**src/logic/icmp_nd_cfg.svh**
```systemverilog
`ifndef ICMP_ND_CFG_SVH
`define ICMP_ND_CFG_SVH

// Descriptors allowed in flight downstream
`define TX_CREDITS 2

// Duplicate address detection
`define DAD_TRIES      3  // Solicitations per attempt
`define DAD_TIMEOUT_MS 4  // Quiet time after each one

// Echo payload storage
`define ECHO_FIFO_DEPTH 64  // Bytes

// Hop limit carried by ND messages
`define HOP_LIMIT_ND 255

`endif

```
**src/logic/net_addr_pkg.sv**
```systemverilog
package net_addr_pkg;

  typedef logic [47:0]  mac_t;  // Ethernet address
  typedef logic [127:0] ip_t;   // IPv6 address
  typedef logic [63:0]  iid_t;  // Interface ID

  localparam logic [63:0]  LLA_PREFIX           = 64'hfe80_0000_0000_0000;
  localparam logic [103:0] SOL_MCAST_PREFIX     = {16'hff02, 64'h0, 16'h0001, 8'hff};
  localparam logic [23:0]  MAC_SOL_MCAST_PREFIX = 24'h3333ff;
  localparam logic [15:0]  EUI64_FILL           = 16'hfffe;

  // EUI-64 layout with U/L bit set, caller picks the low three bytes
  function automatic iid_t form_iid(mac_t mac, logic [23:0] low);
    iid_t iid;
    iid = {mac[47:42], 1'b1, mac[40:24], EUI64_FILL, low};
    return iid;
  endfunction

endpackage

```
**src/logic/icmp_msg_pkg.sv**
```systemverilog
package icmp_msg_pkg;

  // ICMPv6 message types handled here
  typedef enum logic [7:0] {
    ICMP_ECHO_REQUEST = 8'd128,
    ICMP_ECHO_REPLY   = 8'd129,
    ICMP_NS           = 8'd135,
    ICMP_NA           = 8'd136
  } icmp_type_t;

  typedef logic [15:0] pld_len_t;  // Echo payload length in bytes
  typedef logic [15:0] cks_t;      // One's-complement checksum

  // Received packet descriptor
  typedef struct packed {
    net_addr_pkg::mac_t src_mac;
    net_addr_pkg::ip_t  src_ip;
    icmp_type_t         typ;
    net_addr_pkg::ip_t  tar;       // ND target
    logic [15:0]        echo_id;
    logic [15:0]        echo_seq;
  } rx_meta_t;

  // Transmit descriptor
  typedef struct packed {
    net_addr_pkg::mac_t dst_mac;
    net_addr_pkg::ip_t  src_ip;
    net_addr_pkg::ip_t  dst_ip;
    icmp_type_t         typ;
    net_addr_pkg::ip_t  tar;
    logic               sol;       // NA solicited flag
    logic               ovr;       // NA override flag
    logic [7:0]         hop;
    logic [15:0]        echo_id;
    logic [15:0]        echo_seq;
    pld_len_t           pld_len;
    cks_t               pld_cks;
  } tx_meta_t;

endpackage

```
**src/logic/icmp_rx_classify.sv**
```systemverilog
`timescale 1ns/1ps

module icmp_rx_classify (
  input  logic                   clk,
  input  logic                   rst,
  input  logic                   rcv,
  input  icmp_msg_pkg::rx_meta_t rx_meta,
  input  net_addr_pkg::ip_t      lla,
  input  logic                   addr_ok,
  output logic                   ns_evt,
  output logic                   na_evt,
  output logic                   echo_evt,
  output icmp_msg_pkg::rx_meta_t evt_meta
);

  import icmp_msg_pkg::*;

  logic tar_hit;
  logic is_ns;
  logic is_na;
  logic is_echo;

  always_comb begin
    tar_hit = (rx_meta.tar == lla);  // Target is our address
    is_ns   = rcv && (rx_meta.typ == ICMP_NS);
    is_na   = rcv && (rx_meta.typ == ICMP_NA);
    is_echo = rcv && (rx_meta.typ == ICMP_ECHO_REQUEST);
  end

  // One-cycle event pulses
  always_ff @(posedge clk) begin
    if (rst) begin
      ns_evt   <= 1'b0;
      na_evt   <= 1'b0;
      echo_evt <= 1'b0;
    end else begin
      ns_evt   <= is_ns && tar_hit && addr_ok;
      na_evt   <= is_na && tar_hit && !addr_ok;  // Conflict during DAD
      echo_evt <= is_echo && addr_ok;
    end
  end

  // Descriptor held until the next packet
  always_ff @(posedge clk) begin
    if (rcv) begin
      evt_meta <= rx_meta;
    end
  end

endmodule

```
**src/logic/icmp_addr_ctrl.sv**
```systemverilog
`timescale 1ns/1ps
`include "icmp_nd_cfg.svh"

module icmp_addr_ctrl (
  input  logic               clk,
  input  logic               rst,
  input  logic               tick_ms,
  input  net_addr_pkg::mac_t mac_addr,
  input  logic               na_evt,
  input  logic               dad_sent,
  output logic               dad_req,
  output net_addr_pkg::ip_t  lla,
  output logic               addr_ok
);

  import net_addr_pkg::*;

  localparam int          TRY_W     = $clog2(`DAD_TRIES + 1);
  localparam int          TMR_W     = $clog2(`DAD_TIMEOUT_MS + 1);
  localparam logic [23:0] PRNG_SEED = 24'h6be31d;

  typedef enum logic [1:0] {
    GEN_LLA,
    DAD_REQ,
    DAD_WAIT,
    READY
  } state_t;

  state_t           state;
  iid_t             iid;
  logic [23:0]      prng;
  logic             prng_fb;
  logic [TRY_W-1:0] dad_try;
  logic [TMR_W-1:0] dad_tmr;
  logic             tmr_done;

  // Fibonacci taps for x^24 + x^23 + x^22 + x^17 + 1
  assign prng_fb  = prng[23] ^ prng[22] ^ prng[21] ^ prng[16];
  assign tmr_done = tick_ms && (dad_tmr == TMR_W'(`DAD_TIMEOUT_MS - 1));

  always_ff @(posedge clk) begin
    if (rst) begin
      prng <= PRNG_SEED;
    end else begin
      prng <= {prng[22:0], prng_fb};  // Free running
    end
  end

  //////////////////////////////////////////////////////////////////////////////
  // Address state machine
  //////////////////////////////////////////////////////////////////////////////

  always_ff @(posedge clk) begin
    if (rst) begin
      state   <= DAD_REQ;
      iid     <= form_iid(mac_addr, mac_addr[23:0]);  // MAC-derived first
      dad_try <= '0;
      dad_tmr <= '0;
    end else begin
      case (state)
        GEN_LLA: begin
          iid     <= form_iid(mac_addr, prng);  // Fresh random IID
          dad_try <= '0;
          state   <= DAD_REQ;
        end
        DAD_REQ: begin
          if (na_evt) begin
            state <= GEN_LLA;
          end else if (dad_sent) begin
            dad_try <= dad_try + 1'b1;
            dad_tmr <= '0;
            state   <= DAD_WAIT;
          end
        end
        DAD_WAIT: begin
          if (na_evt) begin
            state <= GEN_LLA;  // Someone owns this address
          end else if (tmr_done) begin
            state <= (dad_try == TRY_W'(`DAD_TRIES)) ? READY : DAD_REQ;
          end else if (tick_ms) begin
            dad_tmr <= dad_tmr + 1'b1;
          end
        end
        default: begin
          state <= READY;
        end
      endcase
    end
  end

  assign dad_req = (state == DAD_REQ);
  assign addr_ok = (state == READY);
  assign lla     = {LLA_PREFIX, iid};

endmodule

```
**src/logic/icmp_echo_buf.sv**
```systemverilog
`timescale 1ns/1ps
`include "icmp_nd_cfg.svh"

module icmp_echo_buf (
  input  logic                   clk,
  input  logic                   rst,
  input  byte                    pld_dat_rx,
  input  logic                   pld_val_rx,
  input  logic                   rcv,
  input  logic                   echo_evt,
  input  logic                   pld_rd,
  output byte                    pld_dat_tx,
  output logic                   pld_val_tx,
  output logic                   echo_go,
  output icmp_msg_pkg::pld_len_t echo_len,
  output icmp_msg_pkg::cks_t     echo_cks
);

  import icmp_msg_pkg::*;

  localparam int AW = $clog2(`ECHO_FIFO_DEPTH);

  byte         mem [`ECHO_FIFO_DEPTH];
  pld_len_t    wr_cnt;  // Bytes stored
  pld_len_t    rd_cnt;  // Bytes read back
  logic [31:0] sum;
  logic [16:0] fold;
  cks_t        sum_fold;
  logic        held;    // Accepted payload not yet read out
  logic        rcv_d;
  logic        accept;
  logic        wr_en;
  logic        rd_en;

  assign wr_en  = pld_val_rx && !held && (wr_cnt != pld_len_t'(`ECHO_FIFO_DEPTH));
  assign rd_en  = pld_rd && held && (rd_cnt != wr_cnt);
  assign accept = rcv_d && echo_evt && !held;

  // End-around carry, two passes are enough for 32 bits
  always_comb begin
    fold     = {1'b0, sum[15:0]} + {1'b0, sum[31:16]};
    sum_fold = fold[15:0] + {15'd0, fold[16]};
  end

  always_ff @(posedge clk) begin
    if (wr_en) begin
      mem[wr_cnt[AW-1:0]] <= pld_dat_rx;
    end
    if (rd_en) begin
      pld_dat_tx <= mem[rd_cnt[AW-1:0]];
    end
    if (accept) begin
      echo_len <= wr_cnt;
      echo_cks <= sum_fold;
    end
  end

  always_ff @(posedge clk) begin
    if (rst) begin
      wr_cnt     <= '0;
      rd_cnt     <= '0;
      sum        <= '0;
      held       <= 1'b0;
      rcv_d      <= 1'b0;
      echo_go    <= 1'b0;
      pld_val_tx <= 1'b0;
    end else begin
      rcv_d      <= rcv;
      echo_go    <= accept;
      pld_val_tx <= rd_en;
      if (held) begin
        if (rd_en && (rd_cnt == wr_cnt - 1'b1)) begin  // Last byte out
          held   <= 1'b0;
          wr_cnt <= '0;
          rd_cnt <= '0;
          sum    <= '0;
        end else if (rd_en) begin
          rd_cnt <= rd_cnt + 1'b1;
        end
      end else if (rcv_d) begin
        if (accept) begin
          held <= (wr_cnt != '0);  // Empty echo has nothing to read
        end else begin
          wr_cnt <= '0;
          sum    <= '0;
        end
      end else if (wr_en) begin
        wr_cnt <= wr_cnt + 1'b1;
        // Even bytes are the high half of a word
        sum    <= sum + (wr_cnt[0] ? {24'd0, pld_dat_rx} : {16'd0, pld_dat_rx, 8'd0});
      end
    end
  end

endmodule

```
**src/logic/icmp_tx_arbiter.sv**
```systemverilog
`timescale 1ns/1ps
`include "icmp_nd_cfg.svh"

module icmp_tx_arbiter (
  input  logic                   clk,
  input  logic                   rst,
  input  net_addr_pkg::mac_t     mac_addr,
  input  net_addr_pkg::ip_t      lla,
  input  logic                   ns_evt,
  input  icmp_msg_pkg::rx_meta_t evt_meta,
  input  logic                   dad_req,
  output logic                   dad_sent,
  input  logic                   echo_go,
  input  icmp_msg_pkg::pld_len_t echo_len,
  input  icmp_msg_pkg::cks_t     echo_cks,
  input  logic                   tx_credit,
  output logic                   tx_val,
  output icmp_msg_pkg::tx_meta_t tx_meta
);

  import net_addr_pkg::*;
  import icmp_msg_pkg::*;

  localparam int CRD_W = $clog2(`TX_CREDITS + 1);

  logic [CRD_W-1:0] credits;
  logic             na_pend;
  logic             echo_pend;
  rx_meta_t         na_req;
  rx_meta_t         echo_req;
  pld_len_t         echo_len_q;
  cks_t             echo_cks_q;
  rx_meta_t         na_src;
  rx_meta_t         echo_src;
  logic             na_take;
  logic             echo_take;
  logic             na_have;
  logic             echo_have;
  logic             issue_na;
  logic             issue_echo;
  logic             issue_dad;
  logic             tx_issue;
  tx_meta_t         na_desc;
  tx_meta_t         echo_desc;
  tx_meta_t         dad_desc;

  always_comb begin
    // Looped-back own solicitation is not answered
    na_take    = ns_evt && !na_pend && (evt_meta.src_mac != mac_addr);
    echo_take  = echo_go && !echo_pend;
    na_have    = na_pend || na_take;
    echo_have  = echo_pend || echo_take;
    na_src     = na_pend ? na_req : evt_meta;  // Slot or bypass
    echo_src   = echo_pend ? echo_req : evt_meta;
    tx_issue   = (credits != '0) && (na_have || echo_have || dad_req);
    issue_na   = tx_issue && na_have;
    issue_echo = tx_issue && !na_have && echo_have;
    issue_dad  = tx_issue && !na_have && !echo_have;
    dad_sent   = issue_dad;
  end

  //////////////////////////////////////////////////////////////////////////////
  // Descriptor assembly
  //////////////////////////////////////////////////////////////////////////////

  always_comb begin
    dad_desc          = '0;
    dad_desc.dst_mac  = {MAC_SOL_MCAST_PREFIX, lla[23:0]};
    dad_desc.dst_ip   = {SOL_MCAST_PREFIX, lla[23:0]};  // Source stays unspecified
    dad_desc.typ      = ICMP_NS;
    dad_desc.tar      = lla;
    dad_desc.hop      = 8'(`HOP_LIMIT_ND);

    na_desc           = '0;
    na_desc.dst_mac   = na_src.src_mac;
    na_desc.src_ip    = lla;
    na_desc.dst_ip    = na_src.src_ip;
    na_desc.typ       = ICMP_NA;
    na_desc.tar       = lla;
    na_desc.sol       = 1'b1;
    na_desc.ovr       = 1'b1;
    na_desc.hop       = 8'(`HOP_LIMIT_ND);

    echo_desc          = '0;
    echo_desc.dst_mac  = echo_src.src_mac;
    echo_desc.src_ip   = lla;
    echo_desc.dst_ip   = echo_src.src_ip;
    echo_desc.typ      = ICMP_ECHO_REPLY;
    echo_desc.hop      = 8'(`HOP_LIMIT_ND);
    echo_desc.echo_id  = echo_src.echo_id;
    echo_desc.echo_seq = echo_src.echo_seq;
    echo_desc.pld_len  = echo_pend ? echo_len_q : echo_len;
    echo_desc.pld_cks  = echo_pend ? echo_cks_q : echo_cks;
  end

  // Slot payload and outgoing descriptor
  always_ff @(posedge clk) begin
    if (na_take) begin
      na_req <= evt_meta;
    end
    if (echo_take) begin
      echo_req   <= evt_meta;
      echo_len_q <= echo_len;
      echo_cks_q <= echo_cks;
    end
    if (tx_issue) begin
      tx_meta <= issue_na ? na_desc : (issue_echo ? echo_desc : dad_desc);
    end
  end

  always_ff @(posedge clk) begin
    if (rst) begin
      credits   <= CRD_W'(`TX_CREDITS);
      na_pend   <= 1'b0;
      echo_pend <= 1'b0;
      tx_val    <= 1'b0;
    end else begin
      credits   <= credits - CRD_W'(tx_issue) + CRD_W'(tx_credit);
      na_pend   <= na_have && !issue_na;
      echo_pend <= echo_have && !issue_echo;
      tx_val    <= tx_issue;
    end
  end

endmodule

```
**src/logic/icmp_nd.sv**
```systemverilog
`timescale 1ns/1ps

module icmp_nd #(
  parameter net_addr_pkg::mac_t MAC_ADDR = 48'h02_00_5e_10_20_30
) (
  input  logic                   clk,
  input  logic                   rst,
  input  logic                   tick_ms,
  input  logic                   rcv,
  input  icmp_msg_pkg::rx_meta_t rx_meta,
  input  byte                    pld_dat_rx,
  input  logic                   pld_val_rx,
  input  logic                   pld_rd,
  input  logic                   tx_credit,
  output logic                   tx_val,
  output icmp_msg_pkg::tx_meta_t tx_meta,
  output byte                    pld_dat_tx,
  output logic                   pld_val_tx,
  output net_addr_pkg::ip_t      lla,
  output logic                   addr_ok
);

  import icmp_msg_pkg::*;

  logic     ns_evt;
  logic     na_evt;
  logic     echo_evt;
  rx_meta_t evt_meta;
  logic     dad_req;
  logic     dad_sent;
  logic     echo_go;
  pld_len_t echo_len;
  cks_t     echo_cks;

  // Receive side decode
  icmp_rx_classify u_classify (
    .clk      (clk),
    .rst      (rst),
    .rcv      (rcv),
    .rx_meta  (rx_meta),
    .lla      (lla),
    .addr_ok  (addr_ok),
    .ns_evt   (ns_evt),
    .na_evt   (na_evt),
    .echo_evt (echo_evt),
    .evt_meta (evt_meta)
  );

  icmp_addr_ctrl u_addr (
    .clk      (clk),
    .rst      (rst),
    .tick_ms  (tick_ms),
    .mac_addr (MAC_ADDR),
    .na_evt   (na_evt),
    .dad_sent (dad_sent),
    .dad_req  (dad_req),
    .lla      (lla),
    .addr_ok  (addr_ok)
  );

  icmp_echo_buf u_echo (
    .clk        (clk),
    .rst        (rst),
    .pld_dat_rx (pld_dat_rx),
    .pld_val_rx (pld_val_rx),
    .rcv        (rcv),
    .echo_evt   (echo_evt),
    .pld_rd     (pld_rd),
    .pld_dat_tx (pld_dat_tx),
    .pld_val_tx (pld_val_tx),
    .echo_go    (echo_go),
    .echo_len   (echo_len),
    .echo_cks   (echo_cks)
  );

  // Transmit selection and credits
  icmp_tx_arbiter u_arb (
    .clk       (clk),
    .rst       (rst),
    .mac_addr  (MAC_ADDR),
    .lla       (lla),
    .ns_evt    (ns_evt),
    .evt_meta  (evt_meta),
    .dad_req   (dad_req),
    .dad_sent  (dad_sent),
    .echo_go   (echo_go),
    .echo_len  (echo_len),
    .echo_cks  (echo_cks),
    .tx_credit (tx_credit),
    .tx_val    (tx_val),
    .tx_meta   (tx_meta)
  );

endmodule

```
**config.mk**
```make
export PLATFORM = sky130hd
export DESIGN_NAME = icmp_nd
export DESIGN_NICKNAME = d
export VERILOG_FILES = /design/src/logic/net_addr_pkg.sv /design/src/logic/icmp_msg_pkg.sv /design/src/logic/icmp_rx_classify.sv /design/src/logic/icmp_addr_ctrl.sv /design/src/logic/icmp_echo_buf.sv /design/src/logic/icmp_tx_arbiter.sv /design/src/logic/icmp_nd.sv
export VERILOG_INCLUDE_DIRS = /design/src /design/src/logic
export SDC_FILE = /design/constraint.sdc
export NUM_CORES = 2
export LEC_CHECK = 0
export BUFFER_PORTS_ARGS = -buffer_cell sky130_fd_sc_hd__buf_4
export CORE_AREA = 8 8 393 395
export CTS_BUF_LIST = sky130_fd_sc_hd__clkbuf_8 sky130_fd_sc_hd__clkbuf_16
export CTS_CLUSTER_SIZE = 14
export DETAILED_ROUTE_END_ITERATION = 12
export DIE_AREA = 0 0 401 403
export PLACE_DENSITY_LB_ADDON = 0.25
export SETUP_SLACK_MARGIN = 0.15
export SLEW_MARGIN = 10
export SYNTH_ARGS = -nofsm -noshare
export SYNTH_HDL_FRONTEND = slang
export SYNTH_SLANG_ARGS = --single-unit
```
**constraint.sdc**
```tcl
create_clock -name clk -period 41.9 [get_ports clk]
set_input_delay 4.19 -clock clk [delete_from_list [all_inputs] [get_ports clk]]
set_output_delay 4.19 -clock clk [all_outputs]
set_load 0.1 [all_outputs]
```
# == Word-level counts from Yosys, hierarchy flattened ==
# Memory sizes are Yosys's and may differ from the RTL's. A register that Yosys moved wholly into a read port is not among the register bits.
# Cells that the tools add are included.
# op_classes
addsub,10
n_eq_ne,22
n_mux,40
n_bitwise,4
n_reduce_logical,51
# op_table
cell,count
514-bit two-way mux,2
344-bit two-way mux,2
16-bit two-way mux,10
32-bit two-way mux,5
128-bit equality test,1
48-bit by 42-bit inequality test with 1-bit output (second input constant),1
16-bit by 1-bit adder with 16-bit output (second input constant),2
32-bit adder,1
1-bit logical AND,26
8-bit equality test (second input constant),3
16-bit by 16-bit adder with 17-bit output,1
16-bit by 1-bit adder with 16-bit output,1
16-bit equality test,1
16-bit inequality test,1
16-bit by 7-bit inequality test with 1-bit output (second input constant),1
16-bit nonzero test,1
16-bit by 1-bit subtractor with 16-bit output (second input constant),1
3-bit two-way mux,5
2-bit two-way mux,7
2-bit inequality test (second input constant),6
1-bit zero test,8
2-bit nonzero test,4
2-bit equality test (second input constant),3
1-bit two-way mux,6
20 further kinds,28
# totals
register_bits,1741
mem_bits_rw,512
input_bits,359
n_memories,1
# mem_list
memory,depth,word_bits,rd,rd_clocked_by_memory_dff,write_ports,line_no,source
u_echo.mem,64,8,1,1,1,icmp_echo_buf.sv:23,byte mem [`ECHO_FIFO_DEPTH];

# == Logic depth before layout (Yosys ltp) ==
# logic_depth
word_depth,12
ltp_mapped,17
depth_no_buf,17

# == Cells and area by module ==
# A second synthesis with hierarchy kept.
# unflattened
hier_cells,4637
hier_area_um2,78763.0
# modules_own_cells
module,instances,cells_per_inst,area_per_inst_um2
icmp_tx_arbiter,1,2317,37330.8
icmp_echo_buf,1,1533,26196.4
icmp_rx_classify,1,526,11848.9
icmp_addr_ctrl,1,259,3379.5
icmp_nd,1,2,7.5

# == Worst setup path after synthesis ==
# OpenSTA, ideal clock, no wires.
# synth_path
path_type,register to register
from,register u_classify.evt_meta[324] (netlist name)
to,register u_arb.credits[1]
setup_time_ns,0.117
arrival_ns,19.504
t_required_ns,41.783
path_slack_ns,22.279
stages_incl_launch_ff,12
cell_sequence,edfxtp_1 > and4b_1 > nand4_1 > o31ai_1 > nor2b_1 > a31oi_1 > ha_1 > inv_1 > ha_1 > xor2_1 > xnor2_1 > nand2b_1
# synth_via
elab_chain_len,8
# synth_rtl
item,line_no,source
48-bit by 42-bit inequality test with 1-bit output,icmp_tx_arbiter.sv:49,na_take = ns_evt && !na_pend && (evt_meta.src_mac != mac_addr);
1-bit logical AND,icmp_tx_arbiter.sv:49,
1-bit logical OR,icmp_tx_arbiter.sv:51,na_have = na_pend || na_take;
1-bit logical OR (2 in a row),icmp_tx_arbiter.sv:55,tx_issue = (credits != '0) && (na_have || echo_have || dad_req);
1-bit logical AND,icmp_tx_arbiter.sv:55,
via u_arb.tx_issue,icmp_tx_arbiter.sv:42,logic tx_issue;
2-bit by 1-bit subtractor with 2-bit output,icmp_tx_arbiter.sv:118,credits <= credits - CRD_W'(tx_issue) + CRD_W'(tx_credit);
2-bit by 1-bit adder with 2-bit output,icmp_tx_arbiter.sv:118,
to (signal assigned),icmp_tx_arbiter.sv:113,credits <= CRD_W'(`TX_CREDITS);
to (signal assigned),icmp_tx_arbiter.sv:118,
to (decl),icmp_tx_arbiter.sv:26,logic [CRD_W-1:0] credits;
# The timed path passes the listed nets, and every way through them passes these cells.
# A chain may end at the register's enable or synchronous reset.

# == Worst setup path after layout ==
# layout_path
from,input pld_dat_rx[0] (netlist name)
to,register u_echo.sum[16]
# layout_via
elab_chain_len,5
# layout_rtl
item,line_no,source
from (decl),icmp_nd.sv:11,"input byte pld_dat_rx,"
16-bit two-way mux,icmp_echo_buf.sv:90,"sum <= sum + (wr_cnt[0] ? {24'd0, pld_dat_rx} : {16'd0, pld_dat_rx, 8'd0});"
32-bit adder,icmp_echo_buf.sv:90,
32-bit two-way mux,icmp_echo_buf.sv:87,end else if (wr_en) begin
32-bit two-way mux,icmp_echo_buf.sv:80,end else if (rcv_d) begin
32-bit two-way mux,icmp_echo_buf.sv:71,if (held) begin
to (signal assigned),icmp_echo_buf.sv:90,
to (decl),icmp_echo_buf.sv:26,logic [31:0] sum;
# No other way between the ends. The select of a mux whose other input is x is not followed.

==> key figures <==
Critical path
  • Reg-to-reg endpoint: u_arb.tx_meta[260]
  • Crit path max fanout: 14
  • R2R Setup Slk: 37.33 ns
  • Reg2reg path depth: 8
  • Worst path cell trace: buf_4 > and2_1 > ha_1 > fa_1 > a21oi_1 > o2111ai_1 > a2111oi_0 > o31ai_1 > and2_1 > nand2_1 > o22ai_1 > nor4b_1
  • Crit path capture type: register
  • Crit path max-delay cell type: a2111oi_0
  • Critical path data required time: between 40 and 50 ns
  • Worst setup SP type: input port
  • Most Frequent Cell on Critical Path: and2_1
  • WP buf/inv: 1
  • Worst R2R Start: u_classify.evt_meta[302]
  • Critical path class: input port to register
  • Critical Path AT: about 7.7 ns
  • Worst path top cell family by delay: compound AO/OA/AOI/OAI gates
  • CP peak stage delay: approximately 0.81 ns

Cells and area
  • Footprint of the multi-input gates: ~17,000 um2
  • Util after Layout: roughly 52%
  • Register area: approximately 47,000 um2
  • Final #Nets: 5,197
  • Layout cells sized above 1: roughly a quarter
  • Area Growth Syn to Fin: 17.2%
  • Fillers: approximately 12,000

Routing
  • DRC errors left: 0
  • Routed Wire Length: between 150 and 200 mm
  • Via count: approximately 37,000
  • Wire per inst: approximately 27 um
  • Final ANT Viol Nets: 0
  • Vias per cell: roughly 5.4
  • Iteration-0 DRC Markers: between 3,000 and 4,000
  • TritonRoute pass-1 iters: 8

Logic synthesis
  • EDFF count, synth: 1,469
  • Synthesis-stage register bit count: 1,600
  • Top FF cell, synth: edfxtp_1
  • Ys async rst share: 0%
  • Ys Warns: 0
  • Cell variety after synth: 70
  • Syn_area_per_cell: 16.1 um2
  • Mapped Cells: 4,111
  • Synthesized area: around 66,000 um2
  • Sequential area share after synthesis: a little over two thirds

Power
  • Total power: 4.92 mW
  • P_leak: between 20 and 30 nW
  • Max IR drop VDD: 0.0484 mV
  • Pwr Density: ~63 nW/um2

Min path
  • Hold Path End: u_addr.prng[19]
  • Hold Crit Class: register to register
  • Number of cells on the worst hold path: 1
  • Critical hold path startpoint: u_addr.prng[18]

Die
  • IO Pins: around 1,000
  • Die Y: just over 400 um
  • Rows: around 140
  • Placeable Area: approximately 150,000 um2
  • Die X: around 400 um
  • Die ar.: about 160,000 um2
  • Initial Util: 44.6%

Timing
  • Tcrit/Tclk final: 16.6%
  • Relative slew slack: 17.3%
  • Clock Skews: between 0.04 and 0.05 ns
  • Max-slew violations: 0
  • RSZ-0062 raised after global routing: false
  • Hold Vio Cnt, Final: 0
  • Slew @ Worst Pin: around 1.2 ns
  • Peak Freq: approximately 0.14 GHz
  • Final setup TNS: 0 ns
  • Fin crit period: slightly below 7 ns
  • Setup violators final: 0

Placed design
  • Gp weighted congestion: 0.833
  • IO buf count: ~750
  • Dpl hpwl: 124 mm

Global route
  • Initial antenna violation count: 22
  • Global-route usage over all layers: about 22%
  • Vias in the first global route: roughly 37,000
  • GRT overflow: 0
  • Largest net degree at the start of global routing: ~160
  • First-pass GRT wire length: around 260 mm

Clocking
  • CTS tree: built
  • Cts hold-fix bufs: 0
  • Post_cts resized: 0
  • Clk_lat worst skew: a little under 0.8 ns
  • Clock Path Buffers: 3
  • Sink Count: 1,600
  • Clock-pin slew on the worst setup and hold paths: roughly 0.06 ns
  • Postcts setup bufs: 0
  • Htree depth: 4
  • Clk root buf: clkbuf_16
  • TritonCTS buffer count: 167

Outcome
  • Status: finished, final reports clean

Job
  • Max-Cap Viols: 0
-- routing by layer --
| metal | up-vias | track usage, % | part of all wire, % |
|---|---|---|---|
| li1 | 16600 | - | - |
| met1 | 19300 | 28.5 | 41 |
| met2 | 1281 | 36.4 | 49 |
| met3 | 264 | 5.15 | 6.8 |
| met4 | 16 | 7.06 | 3.1 |
| met5 | - | 0 | 0.055 |
-- synth_stat cells (6+ instances only) --
| master | count | area share, % |
|---|---|---|
| edfxtp_1 | 1469 | 67 |
| mux2i_1 | 424 | 6.4 |
| buf_4 | 350 | 4.0 |
| nor2_1 | 228 | 1.3 |
| mux4_2 | 168 | 5.7 |
| nand2_1 | 166 | 0.94 |
| clkbuf_1 | 151 | 0.85 |
| dfxtp_1 | 131 | 4.0 |
| a21oi_1 | 126 | 0.95 |
| o22ai_1 | 96 | 0.91 |
| nor2b_1 | 90 | 0.85 |
| o21ai_0 | 79 | 0.60 |
| xnor2_1 | 57 | 0.75 |
| xor2_1 | 45 | 0.59 |
| ha_1 | 43 | 0.81 |
| nand3_1 | 43 | 0.32 |
| buf_1 | 35 | 0.20 |
| a22oi_1 | 34 | 0.38 |
| nand4_1 | 34 | 0.32 |
| nor4_1 | 34 | 0.32 |
| inv_1 | 23 | 0.13 |
| o31ai_1 | 23 | 0.26 |
| or2_2 | 22 | 0.21 |
| nor3_1 | 21 | 0.16 |
| or4_1 | 19 | 0.22 |
| nor4b_1 | 18 | 0.24 |
| nand2b_1 | 17 | 0.16 |
| and2_1 | 15 | 0.14 |
| buf_2 | 14 | 0.11 |
| and3_1 | 13 | 0.12 |
| or3_1 | 12 | 0.11 |
| a22o_1 | 9 | 0.12 |
| nand3b_1 | 8 | 0.091 |
| o211ai_1 | 7 | 0.079 |
| a21o_1 | 6 | 0.068 |
| nand4b_1 | 6 | 0.079 |
-- stage by stage --
| stage | setup WS [ns] | instances | area [um2] | hold slack [ns] |
|---|---|---|---|---|
| floorplan | 22.28 | 4375 | 67300 | 0.403 |
| global placement | 34.22 | 6568 | 72400 | 0.422 |
| detailed placement | 34.18 | 6568 | 72400 | 0.421 |
| CTS | 35.01 | 6867 | 77700 | 0.436 |
| global route | 34.59 | 6875 | 77700 | 0.453 |
| finish | 34.94 | 6881 | 77700 | 0.437 |
-- cells in the final DEF (no fill, tap or decap), types with 19 or more instances in the layout --
cell / n
edfxtp_1: 1469
buf_4: 795
mux2i_1: 424
conb_1: 266
nor2_1: 226
clkbuf_16: 169
mux4_2: 168
nand2_1: 166
dfxtp_1: 126
a21oi_1: 125
o22ai_1: 96
nor2b_1: 89
o21ai_0: 79
inv_1: 63
xnor2_1: 57
xor2_1: 45
nand3_1: 43
ha_1: 43
nor4_1: 34
nand4_1: 34
a22oi_1: 34
clkinv_1: 32
clkinv_2: 24
o31ai_1: 23
or2_2: 21
nor3_1: 21
or4_1: 19
-- state kept, by name, summed over array words and instances, names as in the netlist, 3 cells and up --
| signal | count |
|---|---|
| u_arb.echo_len_q | 16 |
| u_echo.echo_len | 16 |
| u_arb.echo_cks_q | 16 |
| u_arb.echo_req | 208 |
| u_echo.sum | 32 |
| u_echo.rd_cnt | 16 |
| u_echo.wr_cnt | 16 |
| u_arb.tx_meta | 293 |
| u_addr.prng | 24 |
| u_addr.iid | 24 |
| u_classify.evt_meta | 208 |
| u_arb.na_req | 176 |
| u_echo.pld_dat_tx | 8 |
| u_addr.dad_tmr | 3 |
| u_echo.echo_cks | 16 |
| u_echo.mem | 512 |
-- worst max-delay path by stage --
stage	to	depth (start not counted)	slack, ns	from
2_1_floorplan	u_arb.credits[1]	11	22.28	u_classify.evt_meta[324]
3_3_place_gp	u_echo.sum[22]	12	34.22	pld_dat_rx[2]
3_5_place_dp	u_echo.sum[22]	12	34.18	pld_dat_rx[2]
4_1_cts	u_echo.sum[22]	12	35.01	pld_dat_rx[2]
5_1_grt	u_echo.sum[31]	11	34.59	pld_dat_rx[2]
6_report	u_echo.sum[16]	12	34.94	pld_dat_rx[0]
-- power by group --
part	switching (mW)	internal [mW]	total [mW]
clock network	0.626	0.781	1.41
registers	0.0829	1.93	2.01
logic	1.27	0.222	1.50
total	1.98	2.93	4.92
-- layout make-up --
type                    instances  area share, %
clock buffers                 175           5.55
well taps                    1944           3.13
flip-flops and latches       1600           60.1
clock inverters               124           1.20
diodes                         14         0.0451
inverters                      25          0.127
repair buffers                801           7.83
multi-input cells            2198           22.0
-- cell families after synthesis --
group,count (synthesis),synth area share (%)
DFF,1600,70.5
and+or+nand+nor,767,5.90
muxes,594,12.1
buffers and inverters,577,5.30
AOI/OAI and AO/OA,424,3.94
xor gates and xnor gates,102,1.35
adders and majority gates,45,0.872
other,2,0.0113
(Power assumes the default switching activity.)
